--- config.mk ---
export PLATFORM = sky130hd
export DESIGN_NAME = usb_keyboard_app
export DESIGN_NICKNAME = d
export VERILOG_FILES = /design/src/hw/usb_pkg.sv /design/src/hw/hid_pkg.sv /design/src/hw/usb_keyboard_app.sv /design/src/hw/hid_descriptor_rom.sv /design/src/hw/report_byte_mux.sv /design/src/hw/report_byte_counter.sv /design/src/hw/key_report_fsm.sv
export SDC_FILE = /design/constraint.sdc
export NUM_CORES = 1
export LEC_CHECK = 0
export BUFFER_PORTS_ARGS = -buffer_cell sky130_fd_sc_hd__buf_4
export CAP_MARGIN = 20
export CORE_UTILIZATION = 44
export DETAILED_ROUTE_END_ITERATION = 10
export GPL_TIMING_DRIVEN = 0
export MAX_ROUTING_LAYER = met4
export PLACE_DENSITY = 0.81
export SYNTH_ARGS = -nofsm -noshare
export SYNTH_HDL_FRONTEND = slang
export SYNTH_HIERARCHICAL = 1
export SYNTH_SLANG_ARGS = --single-unit
--- constraint.sdc ---
create_clock -name clk -period 1.5 [get_ports clk]
set_input_delay 0.375 -clock clk [delete_from_list [all_inputs] [get_ports clk]]
set_output_delay 0.375 -clock clk [all_outputs]
set_load 0.05 [all_outputs]
--- src/hw/usb_pkg.sv ---
package usb_pkg;

    // --------------------
    // Setup packet layout
    // --------------------

    // Core packs wire byte 0 into bits 7:0
    // So members are listed last byte first to land each on its wire slot
    typedef struct packed {
        logic [15:0] length;        // wLength, bytes 7:6
        logic [15:0] index;         // wIndex, bytes 5:4
        logic [15:0] value;         // wValue, bytes 3:2
        logic [7:0]  request;       // bRequest, byte 1
        logic [7:0]  request_type;  // bmRequestType, byte 0
    } setup_fields_t;

    // Same 64 bits seen two ways
    typedef union packed {
        setup_fields_t   fields;    // Named request fields
        logic [7:0][7:0] raw;       // raw[n] is wire byte n
    } setup_u;

    // --------------------
    // Request constants
    // --------------------

    // Device-to-host, standard, interface recipient
    localparam logic [7:0] REQ_TYPE_STD_IF_IN = 8'h81;

    localparam logic [7:0] REQ_GET_DESCRIPTOR = 8'h06;

    // Interrupt IN endpoint 81 packet size in bytes
    localparam int EP81_MAX_PKT = 8;

endpackage
--- src/hw/hid_pkg.sv ---
package hid_pkg;

    // --------------------
    // Key event and report
    // --------------------

    typedef struct packed {
        logic [7:0] modifier;  // Ctrl/Shift/Alt/GUI bits, 15:8
        logic [7:0] keycode;   // HID usage code, 7:0
    } key_event_t;

    // One boot report fills exactly one ep81 packet
    localparam int REPORT_LEN = usb_pkg::EP81_MAX_PKT;

    localparam int RESP_IDX_W = 9;   // ep00 response index width

    // Which report of the pair is on the wire
    typedef enum logic [1:0] {
        PH_IDLE    = 2'd0,
        PH_PRESS   = 2'd1,
        PH_RELEASE = 2'd2
    } report_phase_t;

    // --------------------
    // Report descriptor
    // --------------------

    localparam int HID_DESC_LEN = 63;

    // Boot keyboard layout, byte 0 in the top bits
    localparam logic [HID_DESC_LEN*8-1:0] HID_REPORT_DESC = {
        48'h05_01_09_06_a1_01,                           // Generic desktop keyboard
        48'h05_07_19_e0_29_e7,                           // Modifier usages E0..E7
        80'h15_00_25_01_75_01_95_08_81_02,               // 8 modifier bits
        48'h95_01_75_08_81_03,                           // Reserved byte
        96'h95_05_75_01_05_08_19_01_29_05_91_02,         // 5 LED outputs
        48'h95_01_75_03_91_03,                           // LED pad to a byte
        128'h95_06_75_08_15_00_25_ff_05_07_19_00_29_65_81_00,  // 6 key array
        8'hc0                                            // End collection
    };

endpackage

--- src/hw/usb_keyboard_app.sv ---
`timescale 1ns/1ps

module usb_keyboard_app
    import usb_pkg::*;
    import hid_pkg::*;
(
    input  logic                  clk,
    input  logic                  usb_rstn,
    // Key events from the host side
    input  logic                  key_valid,
    input  key_event_t            key_event,
    output logic                  key_ready,
    // Interrupt IN endpoint 81
    output logic                  ep81_valid,
    output logic [7:0]            ep81_data,
    input  logic                  ep81_ready,
    // Control endpoint 00
    input  setup_u                ep00_setup,
    input  logic [RESP_IDX_W-1:0] ep00_resp_idx,
    output logic [7:0]            ep00_resp
);

    report_phase_t phase;
    logic          advance;     // ep81 byte moved
    logic          load;        // Key accepted
    logic [2:0]    byte_idx;
    logic          last_byte;

    // --------------------
    // Endpoint 81 path
    // --------------------

    key_report_fsm key_report_fsm_inst (
        .clk        (clk),
        .usb_rstn   (usb_rstn),
        .key_valid  (key_valid),
        .key_ready  (key_ready),
        .ep81_ready (ep81_ready),
        .last_byte  (last_byte),
        .ep81_valid (ep81_valid),
        .advance    (advance),
        .load       (load),
        .phase      (phase)
    );

    report_byte_counter report_byte_counter_inst (
        .clk       (clk),
        .usb_rstn  (usb_rstn),
        .advance   (advance),
        .byte_idx  (byte_idx),
        .last_byte (last_byte)
    );

    report_byte_mux report_byte_mux_inst (
        .clk       (clk),
        .usb_rstn  (usb_rstn),
        .load      (load),
        .key_event (key_event),
        .phase     (phase),
        .byte_idx  (byte_idx),
        .ep81_data (ep81_data)
    );

    // --------------------
    // Endpoint 00 path
    // --------------------

    hid_descriptor_rom hid_descriptor_rom_inst (
        .clk           (clk),
        .usb_rstn      (usb_rstn),
        .ep00_setup    (ep00_setup),
        .ep00_resp_idx (ep00_resp_idx),
        .ep00_resp     (ep00_resp)
    );

endmodule

--- src/hw/hid_descriptor_rom.sv ---
`timescale 1ns/1ps

module hid_descriptor_rom
    import usb_pkg::*;
    import hid_pkg::*;
(
    input  logic                  clk,
    input  logic                  usb_rstn,
    input  setup_u                ep00_setup,
    input  logic [RESP_IDX_W-1:0] ep00_resp_idx,
    output logic [7:0]            ep00_resp
);

    logic       desc_req;       // Setup asks for a descriptor
    logic       idx_in_range;   // Index inside the table
    logic [5:0] desc_addr;      // Byte offset from the top of the table
    logic [7:0] desc_byte;

    // --------------------
    // Request decode
    // --------------------

    assign desc_req = (ep00_setup.fields.request_type == REQ_TYPE_STD_IF_IN) &&
                      (ep00_setup.fields.request == REQ_GET_DESCRIPTOR);

    assign idx_in_range = (ep00_resp_idx < RESP_IDX_W'(HID_DESC_LEN));

    // Byte 0 sits in the top bits of the table
    assign desc_addr = idx_in_range ? (6'(HID_DESC_LEN - 1) - ep00_resp_idx[5:0]) : 6'd0;
    assign desc_byte = HID_REPORT_DESC[desc_addr*8 +: 8];

    // One cycle behind the index
    always_ff @(posedge clk or negedge usb_rstn) begin
        if (!usb_rstn) begin
            ep00_resp <= 8'h00;
        end else if (desc_req && idx_in_range) begin
            ep00_resp <= desc_byte;
        end else begin
            ep00_resp <= 8'h00;   // Other requests read as zero
        end
    end

endmodule

--- src/hw/report_byte_mux.sv ---
`timescale 1ns/1ps

module report_byte_mux
    import hid_pkg::*;
(
    input  logic          clk,
    input  logic          usb_rstn,
    input  logic          load,
    input  key_event_t    key_event,
    input  report_phase_t phase,
    input  logic [2:0]    byte_idx,
    output logic [7:0]    ep81_data
);

    key_event_t key_q;   // Event held for the whole pair

    // --------------------
    // Event capture
    // --------------------

    always_ff @(posedge clk or negedge usb_rstn) begin
        if (!usb_rstn) begin
            key_q <= '0;
        end else if (load) begin
            key_q <= key_event;   // Only on the key handshake
        end
    end

    // --------------------
    // Byte select
    // --------------------

    // Inputs only change on a transfer so data holds while stalled
    always_comb begin
        ep81_data = 8'h00;   // Release report and idle
        if (phase == PH_PRESS) begin
            case (byte_idx)
                3'd0:    ep81_data = key_q.modifier;   // Modifier byte
                3'd2:    ep81_data = key_q.keycode;    // First key slot
                default: ep81_data = 8'h00;            // Reserved and empty slots
            endcase
        end
    end

endmodule

--- src/hw/report_byte_counter.sv ---
`timescale 1ns/1ps

module report_byte_counter
    import hid_pkg::*;
(
    input  logic       clk,
    input  logic       usb_rstn,
    input  logic       advance,
    output logic [2:0] byte_idx,
    output logic       last_byte
);

    localparam logic [2:0] LAST_IDX = 3'(REPORT_LEN - 1);

    // End of the current report
    assign last_byte = (byte_idx == LAST_IDX);

    // --------------------
    // Byte index
    // --------------------

    // Wraps 7 -> 0 so the release report restarts at byte 0
    always_ff @(posedge clk or negedge usb_rstn) begin
        if (!usb_rstn) begin
            byte_idx <= 3'd0;
        end else if (advance) begin
            if (last_byte) begin
                byte_idx <= 3'd0;
            end else begin
                byte_idx <= byte_idx + 3'd1;
            end
        end
    end

endmodule

--- src/hw/key_report_fsm.sv ---
`timescale 1ns/1ps

module key_report_fsm
    import hid_pkg::*;
(
    input  logic          clk,
    input  logic          usb_rstn,
    input  logic          key_valid,
    output logic          key_ready,
    input  logic          ep81_ready,
    input  logic          last_byte,
    output logic          ep81_valid,
    output logic          advance,
    output logic          load,
    output report_phase_t phase
);

    report_phase_t phase_nxt;
    logic          report_end;   // Final byte of a report just moved

    // --------------------
    // Handshakes
    // --------------------

    assign key_ready  = (phase == PH_IDLE);   // Only take keys between pairs
    assign ep81_valid = (phase != PH_IDLE);   // Stream runs through both reports
    assign load       = key_valid & key_ready;
    assign advance    = ep81_valid & ep81_ready;   // One byte transferred
    assign report_end = advance & last_byte;

    // --------------------
    // Phase sequencing
    // --------------------

    always_comb begin
        phase_nxt = phase;
        case (phase)
            PH_IDLE: begin
                if (load) begin
                    phase_nxt = PH_PRESS;   // Valid rises next cycle
                end
            end
            PH_PRESS: begin
                if (report_end) begin
                    phase_nxt = PH_RELEASE;   // No bubble between reports
                end
            end
            PH_RELEASE: begin
                if (report_end) begin
                    phase_nxt = PH_IDLE;   // Pair done, ready again
                end
            end
            default: begin
                phase_nxt = PH_IDLE;
            end
        endcase
    end

    always_ff @(posedge clk or negedge usb_rstn) begin
        if (!usb_rstn) begin
            phase <= PH_IDLE;
        end else begin
            phase <= phase_nxt;
        end
    end

endmodule

# After elaboration in Yosys (flattened, before gate mapping)

Index checks and enable logic that the tools add are counted.

Output and inout bits: 18
Flip-flop bits (word level): 29
Logic and storage cells: 36
Input port bits: 93

Reduce and logical (&&, ||, !) cells: 6
Equal/unequal tests: 9
Magnitude comparators: 1
Bitwise logic cells: 3
Add/sub/neg operators: 2
Shifts and indexed selects: 1
Muxes and demuxes: 9

Operator list:

| cell                                                                          | count |
|---|---|
| 504-bit by 10-bit indexed part select with 8-bit output, first input constant | 1 |
| 8-bit two-way mux                                                             | 2 |
| 8-bit case mux with 2 select lines                                            | 1 |
| 9-bit by 6-bit less-than comparator with 1-bit output, second input constant  | 1 |
| 8-bit by 3-bit == test with 1-bit output, second input constant               | 1 |
| 8-bit == test, second input constant                                          | 1 |
| 2-bit two-way mux                                                             | 3 |
| 6-bit two-way mux                                                             | 1 |
| 2-bit case mux with 3 select lines                                            | 1 |
| 6-bit subtractor, first input constant                                        | 1 |
| 2-bit by 1-bit != test with 1-bit output, second input constant               | 2 |
| 3-bit by 1-bit adder with 3-bit output, second input constant                 | 1 |
| 1-bit bitwise AND                                                             | 3 |
| 3-bit by 2-bit == test with 1-bit output, second input constant               | 1 |
| 3-bit == test, second input constant                                          | 1 |
| 3-bit zero test                                                               | 1 |
| 3-bit two-way mux                                                             | 1 |
| 3-bit AND reduction                                                           | 1 |
| 2-bit by 1-bit == test with 1-bit output, second input constant               | 1 |
| 2-bit == test, second input constant                                          | 1 |
| 1-bit logical AND                                                             | 2 |
| 2-bit zero test                                                               | 1 |
| 2-bit != test, second input constant                                          | 1 |
| 2-bit nonzero test                                                            | 1 |

# Logic depth before layout (Yosys ltp)

Gate-level depths: netlist of the first run.

Depth in word-level cells: 5
Mapped depth: 12
Depth with buffers taken out: 10

# Modules after synthesis

The synthesis of the first run kept the hierarchy.

Modules (own cells, without submodules):

| module              | area each (µm²) | instances | cells each |
|---|---|---|---|
| hid_descriptor_rom  | 1575.3          | 1         | 217 |
| report_byte_mux     | 729.4           | 1         | 53 |
| report_byte_counter | 137.6           | 1         | 9 |
| key_report_fsm      | 106.4           | 1         | 11 |

# Worst setup path before layout of the first run

No wires, ideal clock.

Path kind: input port to flip-flop
From: input port ep00_resp_idx[8]
To: register hid_descriptor_rom_inst.ep00_resp[7]
Required time: 1404 ps
Setup time: 96 ps
Cell stages on the path: 11
Arrival time: 2731 ps
Path buffers: 2
Path slack: -1327 ps
Cells stage by stage: or3_4 -> buf_6 -> a31oi_4 -> nand2b_1 -> inv_1 -> ha_1 -> clkbuf_1 -> nand2_1 -> a211o_1 -> o311a_1 -> a311oi_2

Word-level cells in the longest chain between the ends: 4

RTL lines:

| element                                                 | line                     | RTL |
|---|---|---|
| start, declared                                         | usb_keyboard_app.sv:19   | `input logic [RESP_IDX_W-1:0] ep00_resp_idx,` |
| 9-bit by 6-bit less-than comparator with 1-bit output * | hid_descriptor_rom.sv:26 | `assign idx_in_range = (ep00_resp_idx < RESP_IDX_W'(HID_DESC_LEN));` |
| 6-bit two-way mux                                       | hid_descriptor_rom.sv:29 | `assign desc_addr = idx_in_range ? (6'(HID_DESC_LEN - 1) - ep00_resp_idx[5:0]) : 6'd0;` |
| 504-bit by 10-bit indexed part select with 8-bit output | hid_descriptor_rom.sv:30 | `assign desc_byte = HID_REPORT_DESC[desc_addr*8 +: 8];` |
| 8-bit two-way mux *                                     | hid_descriptor_rom.sv:36 | `end else if (desc_req && idx_in_range) begin` |
| end signal, assigned                                    | hid_descriptor_rom.sv:37 | `ep00_resp <= desc_byte;` |
| end, declared                                           | hid_descriptor_rom.sv:11 | `output logic [7:0] ep00_resp` |

Every way passes the cells marked *; elsewhere a longest branch is shown, timed or not.
A chain may end at the register's enable or synchronous reset.

# Worst setup path after layout of the first run

From: input port ep00_resp_idx[8]
To: register hid_descriptor_rom_inst.ep00_resp[2]

The elaborated chain is that of the path after synthesis.

==> results of run 1 <==
==> power breakdown <==
group	leakage, nW	switching (mW)	internal [mW]
logic	1.26	1.46	1.40
registers	0.361	0.189	1.07
clock network	0.0585	0.276	0.540
==> layout make-up <==
class	count	area [um2]	share of cell area (%)
buffer	19	134	3.38
clock buffer	7	86.3	2.18
clock inverter	1	30.0	0.758
inverter	6	42.5	1.07
multi-input combinational	232	2070	52.1
sequential	29	727	18.3
tap	72	90.1	2.27
timing repair buffer	90	787	19.9
==> state kept, by name (all words and copies together), names as in the netlist <==
register	count
hid_descriptor_rom_inst/ep00_resp	8
key_report_fsm_inst/phase	2
report_byte_mux_inst/key_q	16
report_byte_counter_inst/byte_idx	3
==> through the flow <==
| step | power [mW] | util (%) | setup TNS, ns | cell area (um2) | instances |
|---|---|---|---|---|---|
| 4_1_cts | 4.80 | 67.1 | -9.21 | 3720 | 445 |
| 3_3_place_gp | 3.60 | 59.2 | -13.60 | 3280 | 422 |
| 6_report | 4.94 | 71.5 | -9.22 | 3960 | 456 |
| 2_1_floorplan | 3.10 | - | -10.04 | 2740 | 290 |
| 3_5_place_dp | 3.66 | 59.2 | -13.68 | 3280 | 422 |
| 5_1_grt | 5.17 | 71.5 | -10.35 | 3960 | 456 |
==> routing by layer <==
metal	wire length (um)	part of all wire (%)	GRT usage, %	vias to the layer above
li1	-	-	-	1274
met1	3150	38	34.2	1259
met2	3950	48	44.8	192
met3	802	9.7	4.19	47
met4	405	4.9	11.3	0
met5	0	0	-	-
==> synth_stat cells, types with 2 or more instances <==
master,count
a211o_1,2
a211oi_1,3
a21bo_2,2
a21oi_1,18
a221oi_1,6
a22oi_1,2
a311oi_1,6
a31oi_1,4
and2_1,3
and3_1,2
buf_2,9
buf_4,2
buf_6,3
clkbuf_1,9
dfrtp_1,29
ha_1,11
inv_1,6
mux2_2,19
mux2i_1,9
nand2_1,27
nand2b_1,3
nand3_1,8
nand4_1,3
nor2_1,25
nor2_2,2
nor2b_1,3
nor3_1,6
nor4_1,4
nor4b_1,3
o211ai_1,2
o21ai_0,18
o22ai_1,2
o31ai_1,4
xnor2_1,3
xnor2_2,3
==> critical path: cells and delay by family <==
family / cells / cell delay [ns]
buffers and inverters: 2 / 0.22
adder cells (fa/ha/maj): 1 / 0.24
AND/OR/NAND/NOR: 2 / 0.51
AO/OA/AOI/OAI: 5 / 1.01
==> final timing paths <==
kind | startpoint | to | slack [ns] | cells past startpoint
worst min-delay path | usb_rstn | report_byte_mux_inst/key_q[12] | 0.01 | 1
worst max-delay path | ep00_resp_idx[8] | hid_descriptor_rom_inst/ep00_resp[2] | -0.70 | 10
worst min register to register | report_byte_mux_inst/key_q[2] | report_byte_mux_inst/key_q[2] | 0.51 | 1
min in group clk | ep81_ready | key_report_fsm_inst/phase[0] | 0.32 | 2
max in group asynchronous | usb_rstn | key_report_fsm_inst/phase[0] | 1.20 | 1
worst max register to register | key_report_fsm_inst/phase[1] | report_byte_mux_inst/key_q[14] | -0.03 | 6
==> cells by family (layout without fill, tap and decap cells) <==
group,count (synthesis),in the layout,synth area share (%)
adders and majority gates,11,11,5.40
buffers and inverters,29,123,5.89
AOI/OAI and AO/OA,86,86,24.5
DFF,29,29,28.5
xor gates and xnor gates,8,8,3.93
and+or+nand+nor,99,99,19.9
muxes,28,28,11.9
==> what timing repair did <==
action | CTS | global route
buffers inserted | 18 | 11
gates cloned | 1 | 0
setup endpoints to repair | 22 | 23
resized for setup | 48 | 42
hold endpoints to repair | 0 | 0
pin swaps | 14 | 27
==> qor.yml, run 1 <==
routed_via_density: 6.08
root_buffer: "clkbuf_8"
die_w_um: 78.1
fp-row-count: 27
area_growth_pct: 55.5
ys_seq_area_share_pct: 28.5
io_pins: 111
ctsHoldBuffers: 0
cp-end-kind: "flip-flop"
synth_top_area_share_pct: 28.5
cts.clk_slew.worst_paths_ns: 0.07
vdd_drop_max_mv: 1.24
vias: 2772
clk_latency_ns: 0.28
cp_cell_sequence: "buf_6, or3_4, a31oi_4, nand2b_4, buf_6, ha_4, a32o_1, a21oi_2, o21ai_2, a221oi_2"
finClkSkew_ns: 0.00477
start_util_pct: 46.0
overflow: 0
cts_tree: "done"
syn_avg_cell_area_um2: 8.79
crit_top_cell: "buf_6"
synth-seq-cells: 29
slew_viol_final: 0
hold_class: "input pin to async pin"
hold_violations: 0
status: "complete, but fails checks"
gp_congestion: 0.981
hpwl_um: 5390
ys_warn_count: 6
timing.fmax_ghz: 0.455
chipHeight_um: 78.1
dr.pass1.iters: 5
mostFrequentLayoutCells: "buf_4, dfrtp_1, nand2_1"
max_slew_margin_pct: 57.0
cts_buffers: 5
dp_slack_ns: -1.44
drive_above_1_share_pct: 51.8
grt_max_degree: 30
fin_crit_ns: 2.20
worstMarginPinSlew_ns: 0.645
hold_slack_ns: 0.0124
worstPathRequired_ns: 1.66
drtAntennaViolNets: 0
netlist_instances: 290
path_class: "input pin to flip-flop"
power.leakage_nw: 1.68
worst_slack_ns: -0.696
htreeDepth: 2
route.detailed.wl_per_inst_um: 18.2
synth_edf_count: 0
io_buffers: 60
synth_nets: 394
synth-main-ff-cell: "dfrtp_1"
synth_cell_types: 64
grt_usage_pct: 27.5
synth_area_leader_cell: "dfrtp_1"
final_common_cell: "buf_4"
grt_pass1_vias: 2535
cp-start-kind: "input pin"
pwr_density_cell_nw_per_um2: 1250
nets: 487
crit_path_top_delay_cell: "or3_4"
grt_setup_unrepaired: "yes"
coreArea_um2: 5540
diodes: 0
max-cap-violations: 0
totalWireLength_um: 8310
ys_top_cells_by_area: "dfrtp_1, mux2_2, ha_1"
cts_sinks: 29
setup_viol: 22
nFillCells: 388
die_area_um2: 6100
grt_first_pass_wirelength_um: 12700
violations: "setup timing"
ys_async_sr_fraction_pct: 100
synth_area_um2: 2550
clockBufferDepth: 2
drt-initial-drc-count: 268
antenna_found_initial: 0
cp_max_fo: 6
critical_path_arrival_ns: 2.35
drcViolationCount: 0
cpPeakStageDelay_ns: 0.40
finalCritPeriodShare_pct: 146
(Power assumes the default switching activity.)
==> inputs of run 2 (changes only) <==
Settings changed: ABC_AREA set to 1, CORE_UTILIZATION 44 to 24, PLACE_DENSITY 0.81 to 0.52.
==> run 2 against run 1 <==
The flow still finishes with violations (setup timing); sequential share of layout area shrank 0.24 points; worst setup slack gained 0.31 ns; flip-flop and latch count is the same; largest power group unchanged; combinational power grew 4%; sequential power grew 3%; non-clock buffer count shrank 2; clock power shrank 26%; final cell count grew 18%; die area grew 63%; register-to-register slack lost 0.03 ns; count of clock-buffer cells in the layout shrank 1.
==> qor.yml, run 2 <==
synth_area_um2: 2290  # was 2550 um2
worstMarginPinSlew_ns: 0.450  # was 0.645 ns
fin_crit_ns: 1.88  # was 2.20 ns
chipHeight_um: 99.7  # was 78.1 um
cts_tree: "done"  # unchanged
drt-initial-drc-count: 69  # was 268
crit_path_top_delay_cell: "dfrtp_1"  # was or3_4
cts_buffers: 5  # unchanged
finClkSkew_ns: 0.00314  # was 0.00477 ns
grt_setup_unrepaired: "yes"  # unchanged
place_inst: 497  # was 422
route.detailed.wl_per_inst_um: 13.2  # was 18.2 um
crit_buf_inv: 2  # unchanged
yosysMostFrequentCell: "nand2_1"  # was dfrtp_1
cp_max_fo: 4  # was 6
critical_path_arrival_ns: 1.51  # was 2.35 ns
gp_congestion: 0.896  # was 0.981
synthTopCellsByCount: "nand2_1, nand3_1, dfrtp_1"  # was dfrtp_1, nand2_1, nor2_1
violations: "setup timing"  # unchanged
max_slew_margin_pct: 69.9  # was 57.0%
hold_class: "input pin to async pin"  # unchanged
final_common_cell: "buf_4"  # unchanged
timing.fmax_ghz: 0.531  # was 0.455 GHz
top_register: "report_byte_mux_inst/key_q"  # unchanged
mostFrequentLayoutCells: "buf_4, nand2_1, nand3_1"  # was buf_4, dfrtp_1, nand2_1
synth_area_leader_cell: "dfrtp_1"  # unchanged
drtAntennaViolNets: 0  # unchanged
grt_usage_pct: 15.9  # was 27.5%
synth_cell_types: 29  # was 64
die_w_um: 99.7  # was 78.1 um
area_growth_pct: 75.8  # was 55.5%
reg.largest.list: "report_byte_mux_inst/key_q (16), hid_descriptor_rom_inst/ep00_resp (8), report_byte_counter_inst/byte_idx (3)"  # unchanged
dp_slack_ns: -0.713  # was -1.44 ns
syn_avg_cell_area_um2: 7.48  # was 8.79 um2
hpwl_um: 4990  # was 5390 um
routed_via_density: 4.64  # was 6.08
clockBufferDepth: 2  # unchanged
finalPower_mw: 4.88  # was 4.94 mW
cp-end-kind: "primary output"  # was flip-flop
grt_max_degree: 30  # unchanged
slew_viol_final: 0  # unchanged
max-cap-violations: 0  # unchanged
synth_edf_count: 0  # unchanged
cts_sinks: 29  # unchanged
finalNonFillerCells: 539  # was 456
grt_first_pass_wirelength_um: 12200  # was 12700 um
largest_reg_flops: 16  # unchanged
ys_seq_area_share_pct: 31.7  # was 28.5%
hold_violations: 0  # unchanged
nets: 513  # was 487
start_util_pct: 24.8  # was 46.0%
root_buffer: "clkbuf_8"  # unchanged
fp-row-count: 35  # was 27
pwr_density_cell_nw_per_um2: 1210  # was 1250 nW/um2
dr.pass1.iters: 4  # was 5
die_area_um2: 9930  # was 6100 um2
drcViolationCount: 0  # unchanged
ys_async_sr_fraction_pct: 100  # unchanged
vias: 2501  # was 2772
path_delay_family: "flip-flops"  # was compound AO/OA/AOI/OAI gates
coreArea_um2: 9240  # was 5540 um2
clk_latency_ns: 0.28  # about the same
cp-start-kind: "flip-flop"  # was input pin
synth-main-ff-cell: "dfrtp_1"  # unchanged
netlist_instances: 306  # was 290
cp_cell_sequence: "nor2_4, buf_4, nand3_1, a21oi_4, buf_6"  # was buf_6, or3_4, a31oi_4, nand2b_4, buf_6, ha_4, a32o_1, a21oi_2, o21ai_2, a221oi_2
power.leakage_nw: 1.81  # was 1.68 nW
overflow: 0  # unchanged
antenna_found_initial: 0  # unchanged
synth_nets: 410  # was 394
htreeDepth: 2  # unchanged
io_buffers: 62  # was 60
setup_viol: 28  # was 22
grt_pass1_vias: 2559  # was 2535
synth_top_area_share_pct: 31.7  # was 28.5%
status: "complete, but fails checks"  # unchanged
worst_slack_ns: -0.383  # was -0.696 ns
totalWireLength_um: 7120  # was 8310 um
path_class: "flip-flop to primary output"  # was input pin to flip-flop
cpPeakStageDelay_ns: 0.42  # was 0.40 ns
diodes: 0  # unchanged
worstPathRequired_ns: 1.12  # was 1.66 ns
drive_above_1_share_pct: 53.9  # was 51.8%
synth-seq-cells: 29  # unchanged
finalCritPeriodShare_pct: 126  # was 146%
cts.clk_slew.worst_paths_ns: 0.06  # was 0.07 ns
io_pins: 111  # unchanged
vdd_drop_max_mv: 0.913  # was 1.24 mV
ys_warn_count: 6  # unchanged
ys_top_cells_by_area: "dfrtp_1, nand3_1, nand2_1"  # was dfrtp_1, mux2_2, ha_1
run 2: changes by cell type in the layout (fill, tap and decap cells not counted), sizes merged, moves of 8 or more:
cell | before | now
o21ai | 19 | 3
mux2i | 9 | 0
clkbuf | 15 | 7
inv | 5 | 27
nand3 | 8 | 67
nand2 | 27 | 78
run 2: cell type report:
class,count,area [um2]
Buffer,10,111
Inverter,30,151
Clock buffer,6,72.6
Tap cell,129,161
Clock inverter,2,10.0
Fill cell,913,5220
Multi-Input combinational cell,236,1910
Sequential cell,29,728
Timing Repair Buffer,97,878
run 2: what timing repair did:
action,4_1_cts,5_1_grt
gates cloned,1,1
pin swaps,46,40
hold buffers,0,0
resized for setup,82,34
setup endpoints to repair,16,28
buffers inserted,25,10
run 2: layer usage:
metal,global-route usage [%],vias up,part of all wire (%),routed length [um]
li1,-,1244,-,-
met1,19.0,1161,44,3110
met2,27.7,87,50,3600
met3,1.83,9,4.5,317
met4,5.09,0,1.4,99
met5,-,-,0,0
run 2: worst register-to-register path, cell delays in order, from the launching register on:
cell       delay [ns]
dfrtp_2          0.43
buf_4            0.15
nor2_4           0.16
nand2_2          0.08
inv_2            0.06
buf_8            0.13
clkbuf_16        0.16
mux2_4           0.29
run 2: kinds of logic (layout without fill, tap and decap cells):
logic type	Yosys count	in the layout	share of synthesized area (%)
muxes	16	16	9.51
DFF	29	29	31.7
AOI/OAI and AO/OA	23	23	5.19
and+or+nand+nor	185	185	38.3
xor gates and xnor gates	1	1	0.383
adders and majority gates	11	11	6.01
buffers and inverters	41	145	8.86
run 2: path summary, 6_finish.rpt:
check	startpoint	to	slack, ns	cells past startpoint
min in group clk	key_event[1]	report_byte_mux_inst/key_q[1]	0.32	2
max in group asynchronous	usb_rstn	key_report_fsm_inst/phase[1]	1.20	1
max	report_byte_counter_inst/byte_idx[2]	ep81_data[0]	-0.38	5
max reg2reg	key_report_fsm_inst/phase[0]	report_byte_mux_inst/key_q[4]	-0.06	7
min	usb_rstn	key_report_fsm_inst/phase[0]	0.01	1
min reg2reg	report_byte_mux_inst/key_q[15]	report_byte_mux_inst/key_q[15]	0.52	1
run 2: report_power, final:
| part | switching, mW | leakage [nW] | internal [mW] |
|---|---|---|---|
| sequential | 0.241 | 0.360 | 1.06 |
| clock | 0.288 | 0.0450 | 0.320 |
| combinational | 1.62 | 1.40 | 1.35 |
| total | 2.15 | 1.81 | 2.73 |
run 2: metrics by stage:
step | hold WS, ns | TNS (ns) | util (%) | cell area (um2)
3_5_place_dp | 0.328 | -6.68 | 34.8 | 3220
6_report | 0.0106 | -4.53 | 43.5 | 4020
3_3_place_gp | 0.327 | -6.66 | 34.8 | 3220
4_1_cts | 0.0196 | -4.14 | 41.7 | 3850
2_1_floorplan | 0.0794 | -3.45 | - | 2590
5_1_grt | 0.0400 | -7.04 | 43.5 | 4020
